--- src/hw/pkt_fwd_settings.svh ---
`ifndef PKT_FWD_SETTINGS_SVH
`define PKT_FWD_SETTINGS_SVH

// -------------------------------------------------------------------------
// Datapath widths
// -------------------------------------------------------------------------

// Stream word width in bits
`define PKT_DATA_W 64

// One byte enable per data byte
`define PKT_KEEP_W 8

// -------------------------------------------------------------------------
// Storage sizes
// -------------------------------------------------------------------------

// Word address inside one bank, 32 words or 256 bytes
`define PKT_ADDR_W 5

// Byte length of a stored packet
`define PKT_LEN_W 16

// Output queue holds 2**PKT_QUEUE_ORDER beats
`define PKT_QUEUE_ORDER 4

`endif

--- src/hw/pkt_data_pkg.sv ---
package pkt_data_pkg;

`include "pkt_fwd_settings.svh"

   // -------------------------------------------------------------------------
   // Ingress side
   // -------------------------------------------------------------------------

   // One word as it arrives from outside
   typedef struct packed {
      logic [`PKT_DATA_W-1:0] data;
      // All ones except on the last word
      logic [`PKT_KEEP_W-1:0] keep;
      logic                   last;
   } in_word_t;

   // One write into a packet bank
   typedef struct packed {
      logic                   en;
      logic [`PKT_ADDR_W-1:0] addr;
      logic [`PKT_DATA_W-1:0] data;
   } bank_wr_t;

   // -------------------------------------------------------------------------
   // Egress side
   // -------------------------------------------------------------------------

   // One AXI-Stream beat, TVALID travels separately
   typedef struct packed {
      logic [`PKT_DATA_W-1:0] tdata;
      logic [`PKT_KEEP_W-1:0] tkeep;
      logic                   tlast;
   } axis_beat_t;

endpackage

--- src/hw/pkt_bank.sv ---
`timescale 1ns/1ps
`include "pkt_fwd_settings.svh"

module pkt_bank (
   input  logic                   clk,
   input  logic                   rst,
   input  pkt_data_pkg::bank_wr_t wr_i,
   input  logic                   mark_full_i,
   input  logic [`PKT_LEN_W-1:0]  len_i,
   input  logic                   clear_i,
   input  logic                   rd_en_i,
   input  logic [`PKT_ADDR_W-1:0] rd_addr_i,
   output logic [`PKT_DATA_W-1:0] rd_data_o,
   output logic                   rd_vld_o,
   output logic                   full_o,
   output logic [`PKT_LEN_W-1:0]  len_o
);

   localparam int DEPTH = 1 << `PKT_ADDR_W;

   // One packet worth of words
   logic [`PKT_DATA_W-1:0] mem_q [DEPTH];

   // Write port, registered read port and length register
   always_ff @(posedge clk) begin
      if (wr_i.en) begin
         mem_q[wr_i.addr] <= wr_i.data;
      end
      if (rd_en_i) begin
         rd_data_o <= mem_q[rd_addr_i];
      end
      if (mark_full_i) begin
         len_o <= len_i;
      end
   end

   // Full from the last capture write until the forwarder lets go
   always_ff @(posedge clk) begin
      if (rst) begin
         full_o <= 1'b0;
         rd_vld_o <= 1'b0;
      end else begin
         // Data is valid exactly one cycle after the read
         rd_vld_o <= rd_en_i;
         if (clear_i) begin
            full_o <= 1'b0;
         end else if (mark_full_i) begin
            full_o <= 1'b1;
         end
      end
   end

endmodule

--- config.mk ---
export PLATFORM = sky130hd
export DESIGN_NAME = pkt_bank
export DESIGN_NICKNAME = d
export VERILOG_FILES = /design/src/hw/pkt_data_pkg.sv /design/src/hw/pkt_bank.sv
export VERILOG_INCLUDE_DIRS = /design/src /design/src/hw
export SDC_FILE = /design/constraint.sdc
export NUM_CORES = 2
export LEC_CHECK = 0
export CAP_MARGIN = 20
export CELL_PAD_IN_SITES_DETAIL_PLACEMENT = 0
export CELL_PAD_IN_SITES_GLOBAL_PLACEMENT = 1
export CORE_MARGIN = 4
export CORE_UTILIZATION = 40
export CTS_CLUSTER_SIZE = 25
export DETAILED_ROUTE_END_ITERATION = 7
export DONT_BUFFER_PORTS = 1
export PLACE_DENSITY_LB_ADDON = 0.1
export SYNTH_ARGS = -nofsm -noshare
export SYNTH_HDL_FRONTEND = slang
export SYNTH_SLANG_ARGS = --single-unit
export TNS_END_PERCENT = 10
--- constraint.sdc ---
create_clock -name clk -period 12.5 [get_ports clk]
set_input_delay 1.25 -clock clk [delete_from_list [all_inputs] [get_ports clk]]
set_output_delay 1.25 -clock clk [all_outputs]
set_load 0.1 [all_outputs]
==> impl_metrics.toml <==
[route]
drtIter0Drc = 3459
drt_wl_total_um = 218000
post_drt_wl_per_cell_um = 32.3
dr.pass1.iters = 5
vias = 37815
drc = 0
ant_nets = 0
avgViaCountPerCell = 5.61

[synth]
synth_commonest_cells = "edfxtp_1, mux2i_1, a22oi_1, mux4_2, nand3_1"
ys_seq_elements = 2130
syn-num-nets = 3894
yosysUniqueCellTypes = 32
syn_area_sq_um = 80400
yosysTopAreaCellShare_pct = 79.4
yosysSeqAreaShare_pct = 79.5
syn_avg_cell_area_sq_um = 21.2
synthFlopType = "edfxtp_1"
synthArstFlopShare_pct = 0
synth.most_common_cell = "edfxtp_1"
synth_largest_area_cell = "edfxtp_1"
synthCells = 3798
ys_warn_count = 0
ys_top_cells_by_area = "edfxtp_1, mux4_2, mux2i_1"
synth_edf_count = 2128

[final_layout]
layout.nets = 3990
fin_area_sq_um = 90400
area_growth_pct = 12.4
stdcell_count = 6745
postLayoutCoreUtil_pct = 45.2
layout-drive-gt1-share_pct = 16.3

[sta]
setup_tns_ps = 0
rsz0062_at_grt = "no"
period_minus_slack_ps = 3870
period_share_pct = 31.0
slew_violations = 118
setup-violations-final = 0
final_hold_viol_count = 0
max_freq_mhz = 258
tightest_slew_ps = 1740
finClkSkew_ps = 26.3
relSlewSlack_pct = -16.3

[worst_hold_path]
min_to = "rd_vld_o$_SDFF_PP0_"
holdPathStages = 1
min-delay-start = "rst"
hold_path_class = "input port to flop"

[floorplanning]
core_sq_um = 200000
initial_core_util_pct = 40.2
die-area_sq_um = 208000
io_pins = 178
rows = 164
die_h_um = 456
die-width_um = 456

[global_routing]
overflow = 0
grt_pass1_vias = 38818
grt_use_total_pct = 20.7
grt_start_max_net_pins = 551
grt_pass1_wl_um = 306000
antenna_found_initial = 5

[cts]
clk_latency_ps = 860
cts.htree.levels = 4
postCtsSetupBuffers = 0
cts.repair.resized = 0
cts_tree = "done"
clock-sinks = 2130
cts_inserted_buffers = 222
cts.clk_slew.worst_paths_ps = 60
cts_max_path_buffers = 3
clock-root-buffer = "clkbuf_16"
holdBufCountCts = 0

[outcome]
violations = "max-slew violations"
status = "finished with violations"

[setup_path]
crit_slowest_cell = "buf_16"
rr_startpoint = "mem_q[29][42]$_DFFE_PP_"
path_class = "input port to flop"
reg2reg_slack_ps = 10560
rr_worst_depth = 3
crit_buf_inv = 2
critPathRequiredTime_ps = 13070
max_stage_delay_ps = 830
worstSetupStartpoint = "rd_addr_i[2]"
worstSetupEndpointType = "flop"
r2r_end = "rd_data_o[42]$_DFFE_PP_"
critical-path-top-delay-family = "buffers and inverters"
path_cells = "buf_16, buf_16, mux4_2, a22oi_1, nand4_1"
cp.arrival_ps = 4450
crit_top_cell = "buf_16"
cp_max_fo = 198
start_kind = "input port"

[power_and_ir_drop]
p_leak_nw = 28.8
powerDensity_nw_per_um2 = 164
vdd_ir_drop_max_uv = 137

[flow_run]
cap_viol_max_count = 0

[place]
numPortBuffers = 0
dp.cells = 6322
post-dp-hpwl_um = 117000
routabilityCongestion = 0.732
dpl-instance-area_sq_um = 83600
power breakdown:
part           switching [W]  total [W]  internal [W]
registers           0.000211    0.00819       0.00798
clock network        0.00271    0.00613       0.00342
logic               0.000284   0.000494      0.000210
total                0.00321     0.0148        0.0116
through the flow:
stage	setup slack (ps)	power, W	hold WS [ps]
finish	8630	0.0148	482
global route	8660	0.0153	431
CTS	8890	0.0149	398
detailed placement	7960	0.00879	724
global placement	8020	0.00879	724
floorplan	7430	0.00870	639
sequential cells by signal (all words and copies together) (netlist names):
signal     flops
full_o         1
mem_q       2048
len_o         16
rd_vld_o       1
rd_data_o     64
cell families after synthesis:
logic type	after synthesis	share of synthesized area [%]
AOI/OAI and AO/OA	389	3.60
DFF	2130	79.5
buffers and inverters	211	1.39
muxes	768	13.5
and+or+nand+nor	300	1.97
layer usage:
layer	track usage, %	wire (um)	up-vias
met5	0	10	-
met4	6.10	6140	2
met3	3.77	10800	307
met2	34.1	107000	913
met1	28.2	94500	20425
li1	-	-	16168
placed cells by master, fill, tap and decap left out, drive strengths merged:
| master | Yosys | routed |
|---|---|---|
| edfxtp | 2128 | 2128 |
| mux2i | 512 | 512 |
| a22oi | 348 | 348 |
| clkbuf | 80 | 292 |
| mux4 | 256 | 256 |
| nand3 | 128 | 128 |
| clkinv | 0 | 107 |
| buf | 131 | 83 |
| nand4 | 61 | 61 |
| nor2 | 42 | 42 |
| nand2 | 21 | 21 |
| nor2b | 17 | 17 |
| a22o | 12 | 12 |
| a31oi | 12 | 12 |
| a21oi | 12 | 12 |
| and2 | 8 | 8 |
| diode | 0 | 6 |
| a32oi | 5 | 5 |
| nand3b | 5 | 5 |
| clkinvlp | 0 | 5 |
| bufinv | 0 | 5 |
| nor3 | 4 | 4 |
| inv | 0 | 4 |
| or3b | 3 | 3 |
| and3b | 3 | 3 |
| and2b | 2 | 2 |
| dfxtp | 2 | 2 |
| and3 | 2 | 2 |
| nor3b | 2 | 2 |
| or2 | 1 | 1 |
| or3 | 1 | 1 |
cell type report:
type	instances	area (sq um)
Multi-Input combinational cell	1457	15700
Timing Repair Buffer	83	753
Clock inverter	121	766
Antenna cell	6	15.0
Fill cell	16963	109000
Sequential cell	2130	63900
Tap cell	2656	3320
Clock buffer	292	5930
how the worst max path moves through the flow:
stage	to	slack, ps	cells after the start
finish	rd_data_o[46]$_DFFE_PP_	8630	5
floorplan	mem_q[12][0]$_DFFE_PP_	7430	3
detailed placement	mem_q[19][56]$_DFFE_PP_	7960	3
global placement	mem_q[6][43]$_DFFE_PP_	8020	3
global route	rd_data_o[47]$_DFFE_PP_	8660	5
CTS	mem_q[19][34]$_DFFE_PP_	8890	3
worst reg2reg max path: cells and delay by family (launching register included):
family,cells,cell delay (ps)
AND/OR/NAND/NOR,1,320
flip-flops,1,370
multiplexers,1,480
AO/OA/AOI/OAI,1,420
(Power assumes the default switching activity.)
