[config.mk]
export PLATFORM = sky130hd
export DESIGN_NAME = pkt_capture
export DESIGN_NICKNAME = d
export VERILOG_FILES = /design/src/hw/pkt_ctrl_pkg.sv /design/src/hw/pkt_data_pkg.sv /design/src/hw/pkt_capture.sv
export VERILOG_INCLUDE_DIRS = /design/src /design/src/hw
export SDC_FILE = /design/constraint.sdc
export NUM_CORES = 1
export LEC_CHECK = 0
export BUFFER_PORTS_ARGS = -buffer_cell sky130_fd_sc_hd__buf_2
export CAP_MARGIN = 25
export CELL_PAD_IN_SITES_DETAIL_PLACEMENT = 1
export CELL_PAD_IN_SITES_GLOBAL_PLACEMENT = 2
export CORE_MARGIN = 5
export CORE_UTILIZATION = 29
export CTS_CLUSTER_DIAMETER = 200
export CTS_CLUSTER_SIZE = 16
export DETAILED_ROUTE_END_ITERATION = 12
export HOLD_SLACK_MARGIN = 0.05
export PLACE_DENSITY_LB_ADDON = 0.1
export SLEW_MARGIN = 10
export SYNTH_ARGS = -nofsm -noshare
export SYNTH_HDL_FRONTEND = slang
export SYNTH_SLANG_ARGS = --single-unit
[constraint.sdc]
create_clock -name clk -period 4.7 [get_ports clk]
set_input_delay 0.705 -clock clk [delete_from_list [all_inputs] [get_ports clk]]
set_output_delay 0.705 -clock clk [all_outputs]
set_load 0.1 [all_outputs]
[src/hw/pkt_fwd_settings.svh]
`ifndef PKT_FWD_SETTINGS_SVH
`define PKT_FWD_SETTINGS_SVH

// -------------------------------------------------------------------------
// Datapath widths
// -------------------------------------------------------------------------

// Stream word width in bits
`define PKT_DATA_W 64

// One byte enable per data byte
`define PKT_KEEP_W 8

// -------------------------------------------------------------------------
// Storage sizes
// -------------------------------------------------------------------------

// Word address inside one bank, 32 words or 256 bytes
`define PKT_ADDR_W 5

// Byte length of a stored packet
`define PKT_LEN_W 16

// Output queue holds 2**PKT_QUEUE_ORDER beats
`define PKT_QUEUE_ORDER 4

`endif

[src/hw/pkt_ctrl_pkg.sv]
package pkt_ctrl_pkg;

   // Capture FSM
   typedef enum logic [1:0] {
      CAP_IDLE,   // Waiting for the first word of a packet
      CAP_FILL,   // Writing words into the target bank
      CAP_DROP    // Discarding words until the last one
   } cap_state_e;

   // Forwarder FSM
   typedef enum logic [1:0] {
      FWD_IDLE,   // No bank taken
      FWD_READ,   // Issuing reads to the current bank
      FWD_DRAIN   // All reads issued, waiting for the returns
   } fwd_state_e;

endpackage

[src/hw/pkt_data_pkg.sv]
package pkt_data_pkg;

`include "pkt_fwd_settings.svh"

   // -------------------------------------------------------------------------
   // Ingress side
   // -------------------------------------------------------------------------

   // One word as it arrives from outside
   typedef struct packed {
      logic [`PKT_DATA_W-1:0] data;
      // All ones except on the last word
      logic [`PKT_KEEP_W-1:0] keep;
      logic                   last;
   } in_word_t;

   // One write into a packet bank
   typedef struct packed {
      logic                   en;
      logic [`PKT_ADDR_W-1:0] addr;
      logic [`PKT_DATA_W-1:0] data;
   } bank_wr_t;

   // -------------------------------------------------------------------------
   // Egress side
   // -------------------------------------------------------------------------

   // One AXI-Stream beat, TVALID travels separately
   typedef struct packed {
      logic [`PKT_DATA_W-1:0] tdata;
      logic [`PKT_KEEP_W-1:0] tkeep;
      logic                   tlast;
   } axis_beat_t;

endpackage

[src/hw/pkt_capture.sv]
`timescale 1ns/1ps
`include "pkt_fwd_settings.svh"

module pkt_capture (
   input  logic                         clk,
   input  logic                         rst,
   input  logic                         in_valid_i,
   input  pkt_data_pkg::in_word_t       in_word_i,
   input  logic [1:0]                   bank_full_i,
   output pkt_data_pkg::bank_wr_t [1:0] bank_wr_o,
   output logic [1:0]                   mark_full_o,
   output logic [`PKT_LEN_W-1:0]        len_o,
   output logic                         drop_o
);
   import pkt_ctrl_pkg::*;

   cap_state_e state_q;
   // Bank the next packet goes to, toggles per accepted packet
   logic sel_q;
   // Next word address and running byte count
   logic [`PKT_ADDR_W-1:0] addr_q;
   logic [`PKT_LEN_W-1:0] len_acc_q;
   // Registered write, one cycle behind the strobe
   logic [1:0] wr_en_q;
   logic [`PKT_ADDR_W-1:0] wr_addr_q;
   logic [`PKT_DATA_W-1:0] wr_data_q;

   logic start;
   logic accept;
   logic is_last;
   logic [`PKT_ADDR_W-1:0] cur_addr;
   logic [`PKT_LEN_W-1:0] cur_len;

   // Bytes carried by one word
   function automatic logic [`PKT_LEN_W-1:0] keep_bytes(input logic [`PKT_KEEP_W-1:0] keep);
      logic [`PKT_LEN_W-1:0] n;
      n = '0;
      for (int i = 0; i < `PKT_KEEP_W; i++) begin
         n = n + `PKT_LEN_W'(keep[i]);
      end
      return n;
   endfunction

   // First word of a packet
   assign start = in_valid_i && (state_q == CAP_IDLE);
   // Word goes into a bank, dropped packets never get here
   assign accept = (start && !bank_full_i[sel_q]) || (in_valid_i && (state_q == CAP_FILL));
   assign is_last = accept && in_word_i.last;

   // Restart address and length on the first word
   assign cur_addr = (state_q == CAP_IDLE) ? '0 : addr_q;
   assign cur_len = ((state_q == CAP_IDLE) ? '0 : len_acc_q) + keep_bytes(in_word_i.keep);

   // -------------------------------------------------------------------------
   // Control
   // -------------------------------------------------------------------------

   always_ff @(posedge clk) begin
      if (rst) begin
         state_q <= CAP_IDLE;
         sel_q <= 1'b0;
         wr_en_q <= 2'b00;
         mark_full_o <= 2'b00;
         drop_o <= 1'b0;
      end else begin
         // Drop is decided once, at the first word
         drop_o <= start && bank_full_i[sel_q];
         wr_en_q <= accept ? (sel_q ? 2'b10 : 2'b01) : 2'b00;
         mark_full_o <= is_last ? (sel_q ? 2'b10 : 2'b01) : 2'b00;
         if (is_last) begin
            sel_q <= ~sel_q;
         end
         case (state_q)
            CAP_IDLE: begin
               // Single-word packets stay in idle
               if (start && !in_word_i.last) begin
                  state_q <= bank_full_i[sel_q] ? CAP_DROP : CAP_FILL;
               end
            end
            CAP_FILL: begin
               if (is_last) begin
                  state_q <= CAP_IDLE;
               end
            end
            CAP_DROP: begin
               if (in_valid_i && in_word_i.last) begin
                  state_q <= CAP_IDLE;
               end
            end
            default: state_q <= CAP_IDLE;
         endcase
      end
   end

   // -------------------------------------------------------------------------
   // Payload
   // -------------------------------------------------------------------------

   always_ff @(posedge clk) begin
      if (accept) begin
         addr_q <= cur_addr + 1'b1;
         len_acc_q <= cur_len;
         wr_addr_q <= cur_addr;
         wr_data_q <= in_word_i.data;
      end
      // Length goes out with mark_full
      if (is_last) begin
         len_o <= cur_len;
      end
   end

   // Both banks see the same address and data, enable picks one
   always_comb begin
      for (int b = 0; b < 2; b++) begin
         bank_wr_o[b].en = wr_en_q[b];
         bank_wr_o[b].addr = wr_addr_q;
         bank_wr_o[b].data = wr_data_q;
      end
   end

endmodule

==> impl_metrics.json <==
{
  "status": "finished, final reports clean",
  "clock_power_share_pct": 38.0,
  "synth.area.mux_share_pct": 1.49,
  "coreArea_sq_um": 15900,
  "rows": 46,
  "layout_common_cells": "buf_2 (236), edfxtp_1 (106), clkbuf_16 (17)",
  "synth-adder-area-share_pct": 4.00,
  "drt-wirelength-per-cell_microns": 17.2,
  "static_power_due_to_leakage_uw": 0.00269,
  "cts_sinks": 114,
  "die_w_microns": 137,
  "ios": 237,
  "setup_total_negative_slack_ns": 0,
  "clock_buffer_depth": 2,
  "path_common_cell": "fa_1",
  "cts-resized-gates": 0,
  "place.port_buffers": 236,
  "dominant_combinational_cell_family_by_area_after_synthesis": "buffers and inverters",
  "pwr_density_cell_nw_per_um2": 537,
  "cts.hold.buffers_added": 0,
  "comb_power_share_pct": 25.0,
  "grtUsageTotal_pct": 12.9,
  "synth_edf_count": 106,
  "grt_pass1_vias": 3125,
  "timing.final.setup_violations": 0,
  "critPathSlowestCell": "fa_1",
  "floorplan.initialDensity_pct": 29.6,
  "cap_viol_max_count": 0,
  "synth.avg_cell_area_sq_um": 15.3,
  "maxSlewHeadroom_pct": 48.7,
  "p_seq_share_pct": 37.1,
  "period_share_pct": 80.5,
  "crit_path_arrival_time_ns": 3.91,
  "fin_hold_ws_ns": 0.476,
  "post-layout-total-power_uw": 3350,
  "tritoncts_clock_tree": "built",
  "p_int_uw": 2170,
  "critical_setup_path_class": "reg2reg",
  "detail_route.wirelength_microns": 12500,
  "critPathMaxFanout": 22,
  "tritoncts.num_buffers": 17,
  "post_synthesis_compound_gate_area_fraction_pct": 3.86,
  "maximum_vdd_drop_mv": 0.223,
  "synth-simple-area-share_pct": 5.70,
  "setup.worst_path.start_class": "flip-flop",
  "htree_num_levels": 4,
  "drt-vias-per-instance": 4.16,
  "finalWeightedCongestion": 0.736,
  "post_synth_num_cell_types": 38,
  "synth-seq-area-share_pct": 71.2,
  "globalRouteMet2Util_pct": 22.7,
  "post-cts-setup-buffer-count": 0,
  "clock_latency_ns": 0.40,
  "synthXorXnorAreaFrac_pct": 1.31,
  "final_hold_viol_count": 0,
  "synth-async-reset-ratio_pct": 0,
  "place.detailed.hpwl_microns": 9770,
  "fp.dieH_microns": 137,
  "yosys_register_bits": 114,
  "antenna_found_initial": 3,
  "net-switching-power_uw": 1180,
  "finish.net_count": 583,
  "worst_clock_skew_ns": 0.00577,
  "clk_pin_slew_worst_paths_ns": 0.05,
  "hold_path_class": "in2reg",
  "worst_pin_slew_ns": 0.769,
  "synthFlopType": "edfxtp_1",
  "most_frequent_standard_cell_in_the_layout_excluding_fill_and_tap_cells": "buf_2",
  "worstPathRequired_ns": 4.82,
  "global_route.usage.met1_pct": 13.7,
  "synthesis.instances": 307,
  "synth.net_count": 397,
  "pin_count_of_the_biggest_net_entering_global_routing": 38,
  "vias": 3013,
  "layout-drive-gt1-share_pct": 53.4,
  "fillCellCount": 1761,
  "initialDrtViolationCount": 107,
  "syn2layout_area_growth_pct": 32.7,
  "fmax_mhz": 264,
  "grt.overflow.total": 0,
  "die_area_sq_um": 18800,
  "route.antenna.remaining_nets": 0,
  "cts-root-buf": "clkbuf_16",
  "global_route.peak_usage_layer": "met2",
  "yosys_warnings": 0,
  "grtUsageMet3_pct": 4.60,
  "detail_route.first_pass.iterations": 4,
  "power.switching_fraction_pct": 35.2,
  "worst_path_largest_cell_delay_ns": 0.51,
  "worstPathCellList": "or2_2 -> nand2_1 -> fa_1 -> fa_1 -> fa_1 -> inv_1 -> fa_1 -> nand3_1 -> and2_1 -> o311ai_0 -> o41ai_1",
  "cp-end-kind": "flip-flop",
  "layout_min_cycle_time_ns": 3.78,
  "synth.cell_area_sq_um": 4700,
  "grt_first_pass_wirelength_microns": 17800,
  "grt_setup_unrepaired": "no",
  "fin_util_pct": 39.2,
  "drv_slew": 0,
  "drt_drc_violations_left": 0
}
==> final cells by class <==
type	instances	area, sq um	share of cell area [%]
Inverter	16	61.3	0.983
Clock inverter	10	134	2.15
Antenna cell	3	7.51	0.120
Timing Repair Buffer	238	1200	19.2
Tap cell	216	270	4.33
Multi-Input combinational cell	106	768	12.3
Clock buffer	22	454	7.28
Sequential cell	114	3340	53.6
==> cells by family after synthesis <==
kind of cell	Yosys count
DFF	114
buffers and inverters	87
and+or+nand+nor	53
AOI/OAI and AO/OA	27
adders and majority gates	12
xor gates and xnor gates	7
muxes	7
==> routing by layer <==
metal / vias to the layer above / part of all wire, %
met5: - / 0
met3: 13 / 8.7
met2: 138 / 52
li1: 1408 / -
met1: 1454 / 38
met4: 0 / 1.7
==> worst max-delay path, delay by kind of cell (launching register included) <==
kind / cells / cell delay (ns)
AOI/OAI and AO/OA: 2 / 0.50
adders and majority gates: 4 / 1.54
buffers and inverters: 1 / 0.08
DFF: 1 / 0.45
and+or+nand+nor: 4 / 0.94
==> cell usage after synthesis (3+ instances only) <==
cell type	n	area, sq um
and2_1	8	50.1
dfxtp_1	8	160
edfxtp_1	106	3180
xnor2_1	3	26.3
a21oi_1	7	35.0
o21ai_0	5	25.0
nor2_1	9	33.8
nand2_1	14	52.6
buf_4	69	518
o211ai_1	3	22.5
nand3_1	5	25.0
fa_1	5	100
xor2_1	4	35.0
inv_1	16	60.1
nand2b_1	5	31.3
mux2i_1	7	70.1
nor3_1	4	20.0
ha_1	7	87.6
==> power groups by stage <==
stage	clock network (uW)	registers, uW	logic, uW
finish	1270	1240	836
global route	1360	1250	868
CTS	1310	1240	845
detailed placement	0	1260	844
global placement	0	1260	838
floorplan	0	1580	412
==> state kept, by name, indices dropped and copies added (netlist names) <==
register and cells:
len_o 16, len_acc_q 16, wr_data_q 64, drop_o 1
mark_full_o 2, sel_q 1, wr_addr_q 5, wr_en_q 2
state_q 2, addr_q 5
==> worst paths after layout <==
kind | startpoint | end | slack, ns | cells past startpoint
worst max register to register | state_q[0] | len_acc_q[12] | 0.92 | 11
worst min-delay path | in_word_i[31] | wr_data_q[22] | 0.48 | 1
worst max-delay path | state_q[0] | len_acc_q[12] | 0.92 | 11
worst min register to register | sel_q | wr_en_q[0] | 0.51 | 1
==> stage by stage <==
stage                     cells  setup slack [ns]  cell area, sq um
after global routing        725             0.648              6230
after floorplan             307             0.877              4700
after detailed placement    690             0.518              5640
after global placement      690             0.586              5640
after CTS                   722             0.857              6230
final                       725             0.915              6230
No activity file was read; power rests on OpenSTA's default activity.
