==> config.mk <==
export PLATFORM = sky130hd
export DESIGN_NAME = pkt_forwarder
export DESIGN_NICKNAME = d
export VERILOG_FILES = /design/src/hw/pkt_ctrl_pkg.sv /design/src/hw/pkt_data_pkg.sv /design/src/hw/pkt_forwarder.sv
export VERILOG_INCLUDE_DIRS = /design/src /design/src/hw
export SDC_FILE = /design/constraint.sdc
export NUM_CORES = 1
export LEC_CHECK = 0
export BUFFER_PORTS_ARGS = -buffer_cell sky130_fd_sc_hd__buf_2
export CORE_MARGIN = 2
export CORE_UTILIZATION = 40
export CTS_BUF_LIST = sky130_fd_sc_hd__clkbuf_4 sky130_fd_sc_hd__clkbuf_8
export DETAILED_ROUTE_END_ITERATION = 8
export PLACE_DENSITY = 0.66
export SLEW_MARGIN = 10
export SYNTH_ARGS = -nofsm -noshare
export SYNTH_HDL_FRONTEND = slang
export SYNTH_SLANG_ARGS = --single-unit
==> constraint.sdc <==
create_clock -name clk -period 9.86 [get_ports clk]
set_clock_uncertainty 0.15 [all_clocks]
set_input_delay 0.493 -clock clk [delete_from_list [all_inputs] [get_ports clk]]
set_output_delay 0.493 -clock clk [all_outputs]
set_load 0.005 [all_outputs]
==> src/hw/pkt_fwd_settings.svh <==
`ifndef PKT_FWD_SETTINGS_SVH
`define PKT_FWD_SETTINGS_SVH

// -------------------------------------------------------------------------
// Datapath widths
// -------------------------------------------------------------------------

// Stream word width in bits
`define PKT_DATA_W 64

// One byte enable per data byte
`define PKT_KEEP_W 8

// -------------------------------------------------------------------------
// Storage sizes
// -------------------------------------------------------------------------

// Word address inside one bank, 32 words or 256 bytes
`define PKT_ADDR_W 5

// Byte length of a stored packet
`define PKT_LEN_W 16

// Output queue holds 2**PKT_QUEUE_ORDER beats
`define PKT_QUEUE_ORDER 4

`endif

==> src/hw/pkt_ctrl_pkg.sv <==
package pkt_ctrl_pkg;

   // Capture FSM
   typedef enum logic [1:0] {
      CAP_IDLE,   // Waiting for the first word of a packet
      CAP_FILL,   // Writing words into the target bank
      CAP_DROP    // Discarding words until the last one
   } cap_state_e;

   // Forwarder FSM
   typedef enum logic [1:0] {
      FWD_IDLE,   // No bank taken
      FWD_READ,   // Issuing reads to the current bank
      FWD_DRAIN   // All reads issued, waiting for the returns
   } fwd_state_e;

endpackage

==> src/hw/pkt_data_pkg.sv <==
package pkt_data_pkg;

`include "pkt_fwd_settings.svh"

   // -------------------------------------------------------------------------
   // Ingress side
   // -------------------------------------------------------------------------

   // One word as it arrives from outside
   typedef struct packed {
      logic [`PKT_DATA_W-1:0] data;
      // All ones except on the last word
      logic [`PKT_KEEP_W-1:0] keep;
      logic                   last;
   } in_word_t;

   // One write into a packet bank
   typedef struct packed {
      logic                   en;
      logic [`PKT_ADDR_W-1:0] addr;
      logic [`PKT_DATA_W-1:0] data;
   } bank_wr_t;

   // -------------------------------------------------------------------------
   // Egress side
   // -------------------------------------------------------------------------

   // One AXI-Stream beat, TVALID travels separately
   typedef struct packed {
      logic [`PKT_DATA_W-1:0] tdata;
      logic [`PKT_KEEP_W-1:0] tkeep;
      logic                   tlast;
   } axis_beat_t;

endpackage

==> src/hw/pkt_forwarder.sv <==
`timescale 1ns/1ps
`include "pkt_fwd_settings.svh"

module pkt_forwarder (
   input  logic                        clk,
   input  logic                        rst,
   input  logic [1:0]                  bank_full_i,
   input  logic [1:0][`PKT_LEN_W-1:0]  bank_len_i,
   output logic [1:0]                  rd_en_o,
   output logic [`PKT_ADDR_W-1:0]      rd_addr_o,
   input  logic [1:0][`PKT_DATA_W-1:0] rd_data_i,
   input  logic [1:0]                  rd_vld_i,
   output logic [1:0]                  clear_o,
   output pkt_data_pkg::axis_beat_t    beat_o,
   output logic                        tvalid_o,
   input  logic                        tready_i
);
   import pkt_data_pkg::*;
   import pkt_ctrl_pkg::*;

   localparam int QUEUE_D = 1 << `PKT_QUEUE_ORDER;
   localparam int CNT_W = `PKT_QUEUE_ORDER + 1;
   // Byte offset bits inside one word
   localparam int SHIFT = $clog2(`PKT_KEEP_W);

   // -------------------------------------------------------------------------
   // Signals
   // -------------------------------------------------------------------------

   axis_beat_t queue_mem [QUEUE_D];
   axis_beat_t ret_beat;
   logic [`PKT_QUEUE_ORDER-1:0] wr_ptr_q;
   logic [`PKT_QUEUE_ORDER-1:0] rd_ptr_q;
   // Filled plus reserved queue slots
   logic [CNT_W-1:0] in_flight_q;
   // Reserved slots whose read has not returned yet
   logic [CNT_W-1:0] pending_q;
   logic queue_full;
   logic rd_from_queue;
   logic wr_to_queue;

   fwd_state_e state_q;
   // Bank due to be served next, the other one is current
   logic nxt_q;
   logic cur_bank;
   logic rdy_for_fwd;
   logic rdy_for_fwd_ack;
   logic fwd_done;
   logic take;
   logic fwd_rd_en;
   // Last read of the packet issued this cycle
   logic last_i;
   // Word returning now is the last one
   logic last_ret_q;
   logic pending_zero_next;
   logic [`PKT_LEN_W-1:0] cur_len;
   logic [`PKT_LEN_W-1:0] len_m1;
   logic [`PKT_ADDR_W-1:0] max_addr;
   logic [`PKT_ADDR_W-1:0] addr_q;

   // Low-aligned mask for the final beat, a whole word when remainder is 0
   function automatic logic [`PKT_KEEP_W-1:0] tail_keep(input logic [`PKT_LEN_W-1:0] len);
      logic [SHIFT-1:0] rem;
      logic [`PKT_KEEP_W-1:0] mask;
      rem = len[SHIFT-1:0];
      mask = '1;
      if (rem != '0) begin
         mask = ~({`PKT_KEEP_W{1'b1}} << rem);
      end
      return mask;
   endfunction

   // -------------------------------------------------------------------------
   // Bank handshake
   // -------------------------------------------------------------------------

   assign cur_bank = ~nxt_q;
   assign rdy_for_fwd = bank_full_i[nxt_q];
   // Length stays put while the bank is full
   assign cur_len = bank_len_i[cur_bank];
   assign len_m1 = cur_len - 1'b1;
   assign max_addr = len_m1[`PKT_ADDR_W+SHIFT-1 -: `PKT_ADDR_W];

   assign pending_zero_next = (pending_q == CNT_W'(1)) && wr_to_queue && !fwd_rd_en;
   assign fwd_done = (state_q == FWD_DRAIN) && pending_zero_next;
   assign rdy_for_fwd_ack = (state_q == FWD_IDLE) || fwd_done;
   assign take = rdy_for_fwd && rdy_for_fwd_ack;
   assign clear_o = fwd_done ? (cur_bank ? 2'b10 : 2'b01) : 2'b00;

   always_ff @(posedge clk) begin
      if (rst) begin
         state_q <= FWD_IDLE;
         nxt_q <= 1'b0;
      end else begin
         if (take) begin
            nxt_q <= ~nxt_q;
         end
         case (state_q)
            FWD_IDLE: state_q <= rdy_for_fwd ? FWD_READ : FWD_IDLE;
            FWD_READ: state_q <= last_i ? FWD_DRAIN : FWD_READ;
            FWD_DRAIN: begin
               // Go straight to the next bank when it is already waiting
               if (fwd_done) begin
                  state_q <= rdy_for_fwd ? FWD_READ : FWD_IDLE;
               end
            end
            default: state_q <= FWD_IDLE;
         endcase
      end
   end

   // -------------------------------------------------------------------------
   // Reads with reserved queue space
   // -------------------------------------------------------------------------

   // A pop in the same cycle frees a slot for this read
   assign queue_full = (in_flight_q == CNT_W'(QUEUE_D)) && !rd_from_queue;
   assign fwd_rd_en = (state_q == FWD_READ) && !queue_full;
   assign last_i = fwd_rd_en && (addr_q == max_addr);
   assign rd_en_o = fwd_rd_en ? (cur_bank ? 2'b10 : 2'b01) : 2'b00;
   assign rd_addr_o = addr_q;

   assign wr_to_queue = rd_vld_i[cur_bank];
   assign tvalid_o = (in_flight_q != pending_q);
   assign rd_from_queue = tvalid_o && tready_i;

   always_ff @(posedge clk) begin
      if (rst) begin
         in_flight_q <= '0;
         pending_q <= '0;
         wr_ptr_q <= '0;
         rd_ptr_q <= '0;
         addr_q <= '0;
         last_ret_q <= 1'b0;
      end else begin
         in_flight_q <= in_flight_q + CNT_W'(fwd_rd_en) - CNT_W'(rd_from_queue);
         pending_q <= pending_q + CNT_W'(fwd_rd_en) - CNT_W'(wr_to_queue);
         wr_ptr_q <= wr_ptr_q + `PKT_QUEUE_ORDER'(wr_to_queue);
         rd_ptr_q <= rd_ptr_q + `PKT_QUEUE_ORDER'(rd_from_queue);
         // Wrap to zero after the last word of the packet
         addr_q <= last_i ? '0 : addr_q + `PKT_ADDR_W'(fwd_rd_en);
         last_ret_q <= last_i;
      end
   end

   // -------------------------------------------------------------------------
   // Output queue
   // -------------------------------------------------------------------------

   always_comb begin
      ret_beat.tdata = rd_data_i[cur_bank];
      ret_beat.tkeep = last_ret_q ? tail_keep(cur_len) : '1;
      ret_beat.tlast = last_ret_q;
   end

   always_ff @(posedge clk) begin
      if (wr_to_queue) begin
         queue_mem[wr_ptr_q] <= ret_beat;
      end
   end

   // Head of queue, steady until popped
   assign beat_o = queue_mem[rd_ptr_q];

endmodule

==> results.toml <==
[clock_tree]
clk_latency_ns = 0.86
cts_buffers = 186
cts_tree = "built"
clk_path_buf_depth = 3
post_cts_buffers = 0
clk_pin_slew_worst_paths_ns = 0.06
htreeDepth = 4
clock-sinks = 1179
cts_root_buf = "clkbuf_8"

[hold_path]
min_to = "queue_mem[14][23]"
hold_class = "in2reg"
hold_depth = 2
hold_start = "rd_data_i[78]"

[pwr]
ir_drop_mv = 0.171
power_density_mw_per_mm2 = 238
internal-power_mw = 9.43
netSwitchingFraction_pct = 25.9
total_power_mw = 12.7
pwr-share-comb_pct = 20.5
clkPwrFrac_pct = 32.1
pwr-share-seq_pct = 47.4
switchingPower_mw = 3.29
power.leakage_nw = 17.0

[synthesis]
synth_seq_area_share_pct = 76.7
synth_cell_type_count = 51
yosysTopAreaCell = "edfxtp_1"
synth_top_area_share_pct = 75.5
async_flop_share_pct = 0
ys_ff_latch = 1179
netlist_area_mm2 = 0.0458
synth.avg_cell_area_um2 = 24.1
synthFlopType = "edfxtp_1"
synth_area_leaders = "edfxtp_1 76%, mux4_2 18%, mux2_2 1.6%, dfxtp_1 1.2%, ha_1 0.55%"
synth_warnings = 0
netlist_instances = 1898
synth_edf_count = 1152
synthesis.nets = 2087

[layout]
final_common_cell = "edfxtp_1"
final_area_mm2 = 0.0534
drive_gt1_share_pct = 41.0
area_growth_pct = 16.7
n_fill_cell = 9303
mostFrequentLayoutCells = "1152 x edfxtp_1, 360 x mux4_2, 232 x buf_2"
nNetsFinal = 2538

[placed_design]
dp_slack_ns = 5.52
gp_congestion = 0.762
io_buffers = 232
hpwlAfterDp_um = 52300
dpl_cell_area_mm2 = 0.0489

[routing]
via_count = 21600
drtPass1Iterations = 5
drt_iter0_markers = 2085
routed_wl_um = 103000
viasPerCell = 5.39
wire_per_inst_um = 25.7
route.detailed.drc = 0
postRouteAntennaNets = 0

[setup_path]
cp_cell_sequence = "buf_12 > mux4_2 > mux4_2 > buf_2"
max_stage_delay_ns = 0.92
crit_top_cell = "mux4_2"
crit_path_max_fanout = 115
r2r_setup_slack_ns = 5.60
reg2reg_from = "nxt_q"
r2r_cells = 5
crit_type = "reg2out"
worst-endpoint-arrival_ns = 4.01
r2r_end = "queue_mem[11][25]"
crit_required_ns = 9.22
slowest_stage = "dfxtp_4"
crit_path_start_kind = "flip-flop"
end_kind = "primary output"

[sta]
tightest_slew_ns = 1.19
rsz0062_at_grt = "false"
final_hold_viol_count = 0
fmax_ghz = 0.215
fin_crit_ns = 4.65
final.setup.tns_ns = 0
period_share_pct = 47.1
maxSlewViolCount = 0
max-slew-margin-rel_pct = 20.6
setup_viol_count_final = 0
worst_slack_ns = 5.21

[die]
pin_count = 250
start_util_pct = 40.2
dieWidth_um = 342
num_rows = 124
die_y_um = 342
die_area_mm2 = 0.117
core_area_mm2 = 0.114

[run_status]
outcome = "finished clean"

[flow_run]
cap_viol_max_count = 0

[global_routing]
grt_max_degree = 165
grt_antenna_before_repair = 2
gr-total-overflow = 0
grt_usage_pct = 17.6
grt_pass1_wl_um = 150000
grt_pass1_vias = 23200
[layout make-up]
cell class	count	area [µm²]	share of cell area [%]
Antenna cell	1	2.50	0.00468
Inverter	18	67.6	0.126
Sequential cell	1179	35200	65.8
Clock inverter	93	682	1.28
Tap cell	1512	1890	3.54
Clock buffer	243	3020	5.65
Multi-Input combinational cell	606	10300	19.2
Timing Repair Buffer	358	2350	4.39
[routing by layer]
layer	wire [µm]	vias to the layer above	part of all wire, %	track usage [%]
met5	0	-	0	0
met4	2500	0	2.4	5.69
met3	5740	178	5.6	3.30
met2	52500	738	51	29.8
met1	42400	11600	41	23.2
li1	-	9104	-	-
[what timing repair did]
item | in CTS | in global routing
hold buffers | 81 | 0
gates resized for setup | 0 | 0
endpoints found under the hold margin | 465 | 0
[worst max-delay path, delay by kind of cell, from the launching register on]
| kind | cells | cell delay, ns |
|---|---|---|
| mux | 2 | 1.14 |
| flops | 1 | 0.92 |
| buf+inv | 2 | 0.87 |
[flip-flops by register name (all words and copies together), names as in the netlist]
name / cells
nxt_q: 1
rd_addr_o: 5
wr_ptr_q: 4
last_ret_q: 1
rd_ptr_q: 4
in_flight_q: 5
state_q: 2
queue_mem: 1152
pending_q: 5
[per-stage QoR]
stage	util [%]	std cells	hold WS (ns)
finish	46.9	4010	0.0629
floorplan	-	1898	0.402
detailed placement	43.0	3592	0.421
global route	46.9	4010	0.0578
global placement	43.0	3592	0.424
CTS	46.9	4009	0.000198
[worst max path at each step]
stage,slack [ns],end,startpoint,depth (start not counted)
floorplan,2.94,queue_mem[0][0],nxt_q,4
global placement,5.61,queue_mem[11][21],nxt_q,5
detailed placement,5.52,queue_mem[11][21],nxt_q,5
CTS,4.98,beat_o[2],rd_ptr_q[0],4
global route,4.87,beat_o[2],rd_ptr_q[0],4
finish,5.21,beat_o[37],rd_ptr_q[0],4
[Yosys cell counts, types with 4 or more instances]
library cell and instances:
ha_1 20, dfxtp_1 27, mux2i_1 8, nand3_1 8, inv_1 18, buf_2 23
nand2b_1 4, clkbuf_1 58, xnor2_1 14, xor2_1 12, o21ai_0 4, buf_1 10
edfxtp_1 1152, mux4_2 360, nor3_1 14, a21oi_1 8, nor2_1 29, mux2_2 67
nor2b_1 8, nand2_1 11
[cell families after synthesis]
group,synth area share [%]
flip-flops,76.7
adder cells (fa/ha/maj),0.634
AO/OA/AOI/OAI,0.350
AND/OR/NAND/NOR,1.19
buffers and inverters,1.08
other,0.00819
XOR/XNOR,0.497
multiplexers,19.5
[power by group through the flow]
stage | logic (mW) | registers [mW] | clock network, mW
floorplan | 1.90 | 6.04 | 0
global placement | 2.55 | 6.12 | 0
detailed placement | 2.62 | 6.14 | 0
CTS | 2.68 | 6.04 | 4.18
global route | 2.83 | 6.06 | 4.39
finish | 2.61 | 6.03 | 4.08
No activity file was read; power rests on OpenSTA's default activity.
